File: src/logic/mipsPkg.sv
// MIPS shared definitions
package mipsPkg;

    typedef logic [31:0] wordT;     // Data and address word
    typedef logic [4:0]  regIndexT; // Register number

    // Primary opcode, instr[31:26]
    typedef enum logic [5:0] {
        OPCODE_R     = 6'd0,  // Decoded further by funct
        OPCODE_J     = 6'd2,
        OPCODE_BEQ   = 6'd4,
        OPCODE_BNE   = 6'd5,
        OPCODE_ADDIU = 6'd9,
        OPCODE_SLTI  = 6'd10,
        OPCODE_SLTIU = 6'd11,
        OPCODE_ANDI  = 6'd12,
        OPCODE_ORI   = 6'd13,
        OPCODE_XORI  = 6'd14,
        OPCODE_LUI   = 6'd15,
        OPCODE_LW    = 6'd35,
        OPCODE_SW    = 6'd43
    } opcodeT;

    // R-type function code, instr[5:0]
    typedef enum logic [5:0] {
        FUNCT_SLL  = 6'd0,
        FUNCT_SRL  = 6'd2,
        FUNCT_SRA  = 6'd3,
        FUNCT_SLLV = 6'd4,
        FUNCT_SRLV = 6'd6,
        FUNCT_SRAV = 6'd7,
        FUNCT_JR   = 6'd8,
        FUNCT_ADDU = 6'd33,
        FUNCT_SUBU = 6'd35,
        FUNCT_AND  = 6'd36,
        FUNCT_OR   = 6'd37,
        FUNCT_XOR  = 6'd38,
        FUNCT_SLT  = 6'd42,
        FUNCT_SLTU = 6'd43
    } functT;

    // Sequencer states
    typedef enum logic [1:0] {
        FETCH = 2'd0, // Instruction read on the bus
        EXEC  = 2'd1, // Single decode and ALU cycle
        MEM   = 2'd2, // Data load or store on the bus
        HALT  = 2'd3  // Parked until reset
    } stateT;

    // Hardwired zero register
    localparam regIndexT REG_ZERO = 5'd0;

    // Result register exposed at the top level
    localparam regIndexT REG_V0 = 5'd2;

    // All four byte lanes of a word transfer
    localparam logic [3:0] WORD_ENABLE = 4'b1111;

endpackage

File: src/logic/busSequencer.sv
// Bus sequencer and Avalon master
module busSequencer #(
    parameter mipsPkg::wordT resetVector = 32'hBFC00000
) (
    input  logic              clk,
    input  logic              reset,
    // Avalon master
    output mipsPkg::wordT     address,
    output logic              read,
    output logic              write,
    output mipsPkg::wordT     writedata,
    output logic [3:0]        byteenable,
    input  logic              waitrequest,
    input  mipsPkg::wordT     readdata,
    output logic              active,
    // Towards execute unit
    output mipsPkg::wordT     instr,
    output mipsPkg::wordT     pc,
    output logic              execute,
    // Back from execute unit, sampled in EXEC
    input  mipsPkg::wordT     nextPc,
    input  logic              memRead,
    input  logic              memWrite,
    input  mipsPkg::wordT     memAddr,
    input  mipsPkg::wordT     storeData,
    input  mipsPkg::regIndexT loadReg,
    // Register file load port
    output logic              loadWe,
    output mipsPkg::regIndexT loadAddr,
    output mipsPkg::wordT     loadData
);
    import mipsPkg::*;

    stateT    state;
    logic     started;    // Keeps the bus idle in the first cycle out of reset
    logic     accepted;   // Transfer completes on this edge
    logic     memReadQ;   // Latched load request
    logic     memWriteQ;  // Latched store request
    wordT     memAddrQ;
    wordT     storeDataQ;
    regIndexT loadRegQ;
    wordT     nextPcQ;    // Applied once MEM finishes

    // Avalon outputs come straight from state and latched request
    assign read       = ((state == FETCH) && started) || ((state == MEM) && memReadQ);
    assign write      = (state == MEM) && memWriteQ;
    assign address    = (state == MEM) ? memAddrQ : pc; // Data address or fetch address
    assign writedata  = storeDataQ;
    assign byteenable = (read || write) ? WORD_ENABLE : 4'b0000;
    assign accepted   = (read || write) && !waitrequest;

    assign active  = (state != HALT);
    assign execute = (state == EXEC); // One cycle per instruction

    // Zero read latency, so the load lands on the accepting edge
    assign loadWe   = (state == MEM) && memReadQ && !waitrequest;
    assign loadAddr = loadRegQ;
    assign loadData = readdata;

    always_ff @(posedge clk) begin
        if (reset) begin
            state     <= FETCH;
            pc        <= resetVector;
            started   <= 1'b0;
            memReadQ  <= 1'b0;
            memWriteQ <= 1'b0;
        end else begin
            started <= 1'b1;
            case (state)
                FETCH: begin
                    if (accepted) begin
                        state <= EXEC;
                    end
                end
                EXEC: begin
                    memReadQ  <= memRead;
                    memWriteQ <= memWrite;
                    if (memRead || memWrite) begin
                        state <= MEM; // PC update waits for the data transfer
                    end else if (nextPc == '0) begin
                        state <= HALT;
                    end else begin
                        pc    <= nextPc;
                        state <= FETCH;
                    end
                end
                MEM: begin
                    if (accepted) begin
                        memReadQ  <= 1'b0;
                        memWriteQ <= 1'b0;
                        if (nextPcQ == '0) begin
                            state <= HALT;
                        end else begin
                            pc    <= nextPcQ;
                            state <= FETCH;
                        end
                    end
                end
                default: state <= HALT; // Stays until reset
            endcase
        end
    end

    // Instruction and request payload
    always_ff @(posedge clk) begin
        if ((state == FETCH) && accepted) begin
            instr <= readdata;
        end
        if (execute) begin
            memAddrQ   <= memAddr;
            storeDataQ <= storeData;
            loadRegQ   <= loadReg;
            nextPcQ    <= nextPc;
        end
    end

    // Stalled request holds address and command until accepted
    assert property (@(posedge clk) disable iff (reset)
        (read || write) && waitrequest |=> $stable(address) && $stable(read) && $stable(write));

    // Single transfer type at a time
    assert property (@(posedge clk) disable iff (reset) !(read && write));

endmodule

File: src/logic/executeUnit.sv
// Decoder, ALU and next PC logic
module executeUnit (
    input  mipsPkg::wordT     instr,
    input  mipsPkg::wordT     pc,
    input  logic              execute,
    // Register file read ports
    output mipsPkg::regIndexT rsAddr,
    output mipsPkg::regIndexT rtAddr,
    input  mipsPkg::wordT     rsData,
    input  mipsPkg::wordT     rtData,
    // Register file ALU write port
    output logic              aluWe,
    output mipsPkg::regIndexT aluAddr,
    output mipsPkg::wordT     aluData,
    // Control flow and memory request
    output mipsPkg::wordT     nextPc,
    output logic              memRead,
    output logic              memWrite,
    output mipsPkg::wordT     memAddr,
    output mipsPkg::wordT     storeData,
    output mipsPkg::regIndexT loadReg
);
    import mipsPkg::*;

    opcodeT      opcode;
    functT       funct;
    regIndexT    rd;
    logic [4:0]  shamt;
    logic [15:0] imm;
    logic [25:0] target;
    wordT        signExtImm;
    wordT        zeroExtImm; // Logical immediates only
    wordT        pcPlus4;
    wordT        branchTarget;
    logic        writeEn;    // Instruction produces a register result

    // Instruction fields
    assign opcode = opcodeT'(instr[31:26]);
    assign rsAddr = instr[25:21];
    assign rtAddr = instr[20:16];
    assign rd     = instr[15:11];
    assign shamt  = instr[10:6];
    assign funct  = functT'(instr[5:0]);
    assign imm    = instr[15:0];
    assign target = instr[25:0];

    assign signExtImm   = {{16{imm[15]}}, imm};
    assign zeroExtImm   = {16'h0000, imm};
    assign pcPlus4      = pc + 32'd4;
    assign branchTarget = pcPlus4 + {signExtImm[29:0], 2'b00}; // No delay slot

    // LW and SW share base plus offset
    assign memAddr   = rsData + signExtImm;
    assign storeData = rtData;
    assign loadReg   = rtAddr;

    // Register file only commits on the EXEC cycle
    assign aluWe = execute && writeEn;

    always_comb begin
        writeEn  = 1'b0;
        aluAddr  = rtAddr; // I-type target by default
        aluData  = '0;
        nextPc   = pcPlus4;
        memRead  = 1'b0;
        memWrite = 1'b0;
        case (opcode)
            OPCODE_R: begin
                aluAddr = rd;
                writeEn = 1'b1;
                case (funct)
                    FUNCT_ADDU: aluData = rsData + rtData;
                    FUNCT_SUBU: aluData = rsData - rtData;
                    FUNCT_AND:  aluData = rsData & rtData;
                    FUNCT_OR:   aluData = rsData | rtData;
                    FUNCT_XOR:  aluData = rsData ^ rtData;
                    FUNCT_SLT:  aluData = {31'b0, $signed(rsData) < $signed(rtData)};
                    FUNCT_SLTU: aluData = {31'b0, rsData < rtData};
                    FUNCT_SLL:  aluData = rtData << shamt;
                    FUNCT_SRL:  aluData = rtData >> shamt;
                    FUNCT_SRA:  aluData = $signed(rtData) >>> shamt;
                    FUNCT_SLLV: aluData = rtData << rsData[4:0];
                    FUNCT_SRLV: aluData = rtData >> rsData[4:0];
                    FUNCT_SRAV: aluData = $signed(rtData) >>> rsData[4:0];
                    FUNCT_JR: begin
                        writeEn = 1'b0;
                        nextPc  = rsData; // Zero here halts the sequencer
                    end
                    default: writeEn = 1'b0; // Unknown funct is a no-op
                endcase
            end
            OPCODE_J: nextPc = {pc[31:28], target, 2'b00}; // Region of the current PC
            OPCODE_BEQ: begin
                if (rsData == rtData) begin
                    nextPc = branchTarget;
                end
            end
            OPCODE_BNE: begin
                if (rsData != rtData) begin
                    nextPc = branchTarget;
                end
            end
            OPCODE_ADDIU: begin
                writeEn = 1'b1;
                aluData = rsData + signExtImm;
            end
            OPCODE_SLTI: begin
                writeEn = 1'b1;
                aluData = {31'b0, $signed(rsData) < $signed(signExtImm)};
            end
            OPCODE_SLTIU: begin
                writeEn = 1'b1;
                aluData = {31'b0, rsData < signExtImm}; // Sign-extended then compared unsigned
            end
            OPCODE_ANDI: begin
                writeEn = 1'b1;
                aluData = rsData & zeroExtImm;
            end
            OPCODE_ORI: begin
                writeEn = 1'b1;
                aluData = rsData | zeroExtImm;
            end
            OPCODE_XORI: begin
                writeEn = 1'b1;
                aluData = rsData ^ zeroExtImm;
            end
            OPCODE_LUI: begin
                writeEn = 1'b1;
                aluData = {imm, 16'h0000};
            end
            OPCODE_LW: memRead = 1'b1;  // Result written by the sequencer
            OPCODE_SW: memWrite = 1'b1;
            default: ;                  // Unknown opcode falls through to PC plus 4
        endcase
    end

endmodule

File: src/logic/mipsCpuBus.sv
// Multi-cycle MIPS CPU with Avalon master
module mipsCpuBus #(
    parameter mipsPkg::wordT resetVector = 32'hBFC00000
) (
    input  logic          clk,
    input  logic          reset,
    output logic          active,
    output mipsPkg::wordT registerV0,
    // Avalon memory-mapped master
    output mipsPkg::wordT address,
    output logic          write,
    output logic          read,
    input  logic          waitrequest,
    output mipsPkg::wordT writedata,
    output logic [3:0]    byteenable,
    input  mipsPkg::wordT readdata
);
    import mipsPkg::*;

    wordT     instr;
    wordT     pc;
    logic     execute;
    wordT     nextPc;
    logic     memRead;
    logic     memWrite;
    wordT     memAddr;
    wordT     storeData;
    regIndexT loadReg;
    regIndexT rsAddr;
    regIndexT rtAddr;
    wordT     rsData;
    wordT     rtData;
    logic     aluWe;
    regIndexT aluAddr;
    wordT     aluData;
    logic     loadWe;
    regIndexT loadAddr;
    wordT     loadData;

    // Producer that fetches instructions and moves load and store data
    busSequencer #(
        .resetVector(resetVector)
    ) busSequencer_i (
        .clk, .reset, .address, .read, .write, .writedata, .byteenable,
        .waitrequest, .readdata, .active, .instr, .pc, .execute,
        .nextPc, .memRead, .memWrite, .memAddr, .storeData, .loadReg,
        .loadWe, .loadAddr, .loadData
    );

    // Buffer between the two
    registerFile registerFile_i (
        .clk, .reset, .rsAddr, .rtAddr, .rsData, .rtData,
        .aluWe, .aluAddr, .aluData, .loadWe, .loadAddr, .loadData, .registerV0
    );

    // Consumer that decodes and executes one instruction per EXEC cycle
    executeUnit executeUnit_i (
        .instr, .pc, .execute, .rsAddr, .rtAddr, .rsData, .rtData,
        .aluWe, .aluAddr, .aluData, .nextPc, .memRead, .memWrite,
        .memAddr, .storeData, .loadReg
    );

endmodule

File: src/logic/registerFile.sv
// General purpose register file
module registerFile (
    input  logic              clk,
    input  logic              reset,
    input  mipsPkg::regIndexT rsAddr,
    input  mipsPkg::regIndexT rtAddr,
    output mipsPkg::wordT     rsData,
    output mipsPkg::wordT     rtData,
    // ALU result port used in EXEC only
    input  logic              aluWe,
    input  mipsPkg::regIndexT aluAddr,
    input  mipsPkg::wordT     aluData,
    // Load result port used in MEM only
    input  logic              loadWe,
    input  mipsPkg::regIndexT loadAddr,
    input  mipsPkg::wordT     loadData,
    output mipsPkg::wordT     registerV0
);
    import mipsPkg::*;

    wordT regs [32];

    always_ff @(posedge clk) begin
        if (reset) begin
            for (int i = 0; i < 32; i++) begin
                regs[i] <= '0;
            end
        end else begin
            if (aluWe && (aluAddr != REG_ZERO)) begin
                regs[aluAddr] <= aluData;
            end
            if (loadWe && (loadAddr != REG_ZERO)) begin
                regs[loadAddr] <= loadData;
            end
        end
    end

    // Register zero is never written, so it reads as zero
    assign rsData     = regs[rsAddr];
    assign rtData     = regs[rtAddr];
    assign registerV0 = regs[REG_V0];

    // Sequencer keeps ALU and load writes in separate states
    assert property (@(posedge clk) disable iff (reset) !(aluWe && loadWe));

endmodule
File: config.mk
export PLATFORM = sky130hd
export DESIGN_NAME = mipsCpuBus
export DESIGN_NICKNAME = d
export VERILOG_FILES = /design/src/logic/mipsPkg.sv /design/src/logic/busSequencer.sv /design/src/logic/executeUnit.sv /design/src/logic/mipsCpuBus.sv /design/src/logic/registerFile.sv
export SDC_FILE = /design/constraint.sdc
export NUM_CORES = 2
export LEC_CHECK = 0
export BUFFER_PORTS_ARGS = -buffer_cell sky130_fd_sc_hd__buf_2
export CAP_MARGIN = 20
export CELL_PAD_IN_SITES_DETAIL_PLACEMENT = 1
export CELL_PAD_IN_SITES_GLOBAL_PLACEMENT = 2
export CORE_MARGIN = 10
export CORE_UTILIZATION = 38
export CTS_BUF_LIST = sky130_fd_sc_hd__clkbuf_4 sky130_fd_sc_hd__clkbuf_8
export DETAILED_ROUTE_END_ITERATION = 7
export PLACE_DENSITY_LB_ADDON = 0.1
export SKIP_LAST_GASP = 1
export SLEW_MARGIN = 40
export SYNTH_ARGS = -nofsm -noshare
export SYNTH_HDL_FRONTEND = slang
export SYNTH_HIERARCHICAL = 1
export SYNTH_SLANG_ARGS = --single-unit
File: constraint.sdc
create_clock -name clk -period 7.2 [get_ports clk]
set_input_delay 0.72 -clock clk [delete_from_list [all_inputs] [get_ports clk]]
set_output_delay 0.72 -clock clk [all_outputs]
set_load 0.005 [all_outputs]
==> impl_results.md <==
- Failing checks: design-rule violations, negative setup slack
- Leading register cell type out of synthesis: edfxtp_1
- GRT Util Overall: 0.3868
- Fmax achieved: 0.1387 GHz
- Part of the Yosys area used for sequential elements: 0.4137
- Starting density of the core: 0.3817
- Category of cells accounting for the largest share of critical-path delay: simple AND/OR/NAND/NOR gates
- Category of the worst setup path launch point: register
- Core Box Area: 224700 sq um
- Number of register bits inferred by synthesis: 1194
- Slew at the pin closest to its max-slew limit: 965.5 ps
- Crit. End Element: register
- Final setup viols: 1
- Unique cell type count in the Yosys netlist: 109
- Combined buffer and inverter count along the critical path: 10
- Count of pins on the block boundary: 138
- Number of detailed-routing iterations run before antenna repair: 8
- CTS tree: built
- Clock slew seen by the registers of the worst setup and hold paths: 70 ps
- Start-to-end type of the worst setup path: reg -> reg
- Post-synth design cell area: 85770 sq um
- Number of enable flip-flop cells after synthesis: 1157
- FP Rows: 174
- Post-CTS Hold Fix Bufs: 0
- Total number of vias: 80260
- WL/cell: 43.34 um
- Clock buffers created by TritonCTS: 219
- Worst VDD drop: 199.9 uV
- Critical path required time: 8130 ps
- Status: finished, violations left
- Number of sinks driven by the clock tree: 1194
- Fraction of final layout cells sized beyond drive strength 1: 0.2157
- Root buffer selected by CTS: clkbuf_8
- Final wirelength: 500900 um
- Remaining DRCs: 2
- Final core area utilization: 0.4491
- Final period util: 1.001
- Startpoint of the worst setup timing path: busSequencer_i/instr[17]
- Max-Slew Margin vs Limit: 0.3563
- Count of antenna-violating nets left after detailed routing: 0
- Die outline area: 245100 sq um
- Number of H-tree levels: 4
- Number of global-route vias before repair: 79380
- Chip Width: 495.1 um
- Final Power: 29.65 mW
- Number of antenna violations at the first check in global routing: 23
- GRT Residual Overflow: 0
- Lkg Pwr: 39.51 nW
- Maximum clock skew at final layout: 106.4 ps
- Worst Slack Setup Final: -10.55 ps
- Number of design-rule violations left by the first detailed-router iteration: 9443
- Deepest clock path buffer count: 3
- Total number of yosys warnings: 6
- Number of standard cells after synthesis: 8137
- Shortest clock period the worst path allows after layout: 7211 ps
- Largest net degree at the start of global routing: 73
- First-pass GRT wire length: 670500 um
- Number of hold violations in the final report: 0
- Worst R2R Start: busSequencer_i/instr[17]
- Min-delay src: readdata[26]
- Power density cells: 293.9 nW/um^2
- Arrival time of the worst setup path: 8140 ps
- Clock Latency Late Sink: 1090 ps
- Overall die height: 495.1 um
- Detail-routed via count per cell: 6.944
- Async set or reset register ratio after synthesis: 0
- Most common library cell in the layout ignoring fill and taps: edfxtp_1
- Slowest cell on crit path: o31ai_4
- Post-Syn Area per Cell: 10.54 sq um
- Critical Path Fanout Max: 18
- Most frequent CP cell: buf_4
- Layout overhead on the synthesized area: 17.64%
- Fillers: 24160
- DP HPWL: 340900 um
- Commonest cells after routing, fill and taps aside: 1157 x edfxtp_1, 1137 x mux2i_1, 1127 x a22o_1
- Number of pins exceeding their max-slew limit in the final report: 0
- Critical path's largest stage delay: 660 ps
- Classification of the worst-slack hold path: in -> reg
- Port bufs: 137
- Layout net count: 8626
- Weighted congestion reported at the end of routability-driven placement: 1.049
- MaxCap Viol Count: 0
==> final cells by class <==
class / count / area, sq um / share of cell area
multi-input cells: 5830 / 47510 / 0.4708
flip-flops and latches: 1194 / 35480 / 0.3517
repair buffers: 978 / 9141 / 0.09060
well taps: 2992 / 3744 / 0.03710
clock buffers: 297 / 3618 / 0.03586
clock inverters: 102 / 797.0 / 0.007899
inverters: 154 / 578.1 / 0.005729
diodes: 12 / 30.03 / 0.0002976
==> where the power goes <==
group | switching (mW) | internal [mW] | total [mW] | leakage [nW]
Clock | 3.34 | 3.52 | 6.85 | 2.31
Sequential | 0.398 | 8.27 | 8.67 | 12.1
Combinational | 9.44 | 4.70 | 14.1 | 25.1
==> layer usage <==
layer	wire length [um]	track usage
met1	192600	0.4758
met2	224200	0.6056
met3	42010	0.07860
met4	41960	0.2737
met5	145	0
==> through the flow <==
step / area, sq um / TNS, ps / instances / hold WS [ps] / setup WS (ps)
3_3_place_gp: 93260 / -98980 / 11060 / 507.4 / -1669
4_1_cts: 98940 / 0 / 11490 / 110.0 / 0.2132
6_report: 100900 / -10.55 / 11560 / 93.88 / -10.55
3_5_place_dp: 93690 / -47780 / 11070 / 530.4 / -1151
5_1_grt: 100900 / -1227 / 11550 / 52.45 / -86.66
2_1_floorplan: 85890 / 0 / 8168 / 479.7 / 555.1
==> sequential cells by signal, summed over array words and instances (netlist names) <==
name and flops:
registerFile_i/regs 1024, busSequencer_i/instr 32, busSequencer_i/memAddrQ 32, busSequencer_i/nextPcQ 32, busSequencer_i/pc 32, busSequencer_i/writedata 32
busSequencer_i/loadAddr 5, busSequencer_i/state 2, busSequencer_i/memReadQ 1, busSequencer_i/memWriteQ 1, busSequencer_i/started 1
==> cell families after synthesis <==
family	Yosys count	share of synthesized area
buf+inv	1144	0.05965
mux	1265	0.1589
xor+xnor	97	0.009905
simple gates	1532	0.08939
fa+ha+maj	214	0.03157
other cells	1	0.00004372
flops	1194	0.4137
compound gates	2690	0.2368
==> synthesized netlist by cell type (96+ instances only) <==
master,count,area share
a211oi_1,107,0.0094
a21oi_1,463,0.027
a22o_1,1127,0.12
a22oi_1,235,0.021
a31oi_1,96,0.0070
buf_2,297,0.017
buf_4,108,0.0095
clkbuf_1,536,0.023
edfxtp_1,1157,0.41
ha_1,210,0.031
inv_1,151,0.0066
mux2i_1,1139,0.13
nand2_1,439,0.019
nand3_1,273,0.016
nor2_1,290,0.013
nor3_1,144,0.0084
o21ai_0,173,0.010
==> path summary, 6_finish.rpt <==
check                                  end  slack, ps  cells past startpoint
setup / recovery     busSequencer_i/pc[30]        -10                     29
hold / removal    busSequencer_i/instr[26]         90                      1
setup reg to reg     busSequencer_i/pc[30]        -10                     29
hold reg to reg   busSequencer_i/memWriteQ        540                      2
==> repair_timing <==
| action | 4_1_cts | 5_1_grt |
|---|---|---|
| pin swaps | 12 | 41 |
| endpoints found under the hold margin | 0 | 0 |
| gates resized for setup | 101 | 198 |
| setup buffers | 17 | 30 |
| endpoints found under the setup margin | 223 | 106 |
| cloned | 4 | 20 |
(Power assumes the default switching activity.)
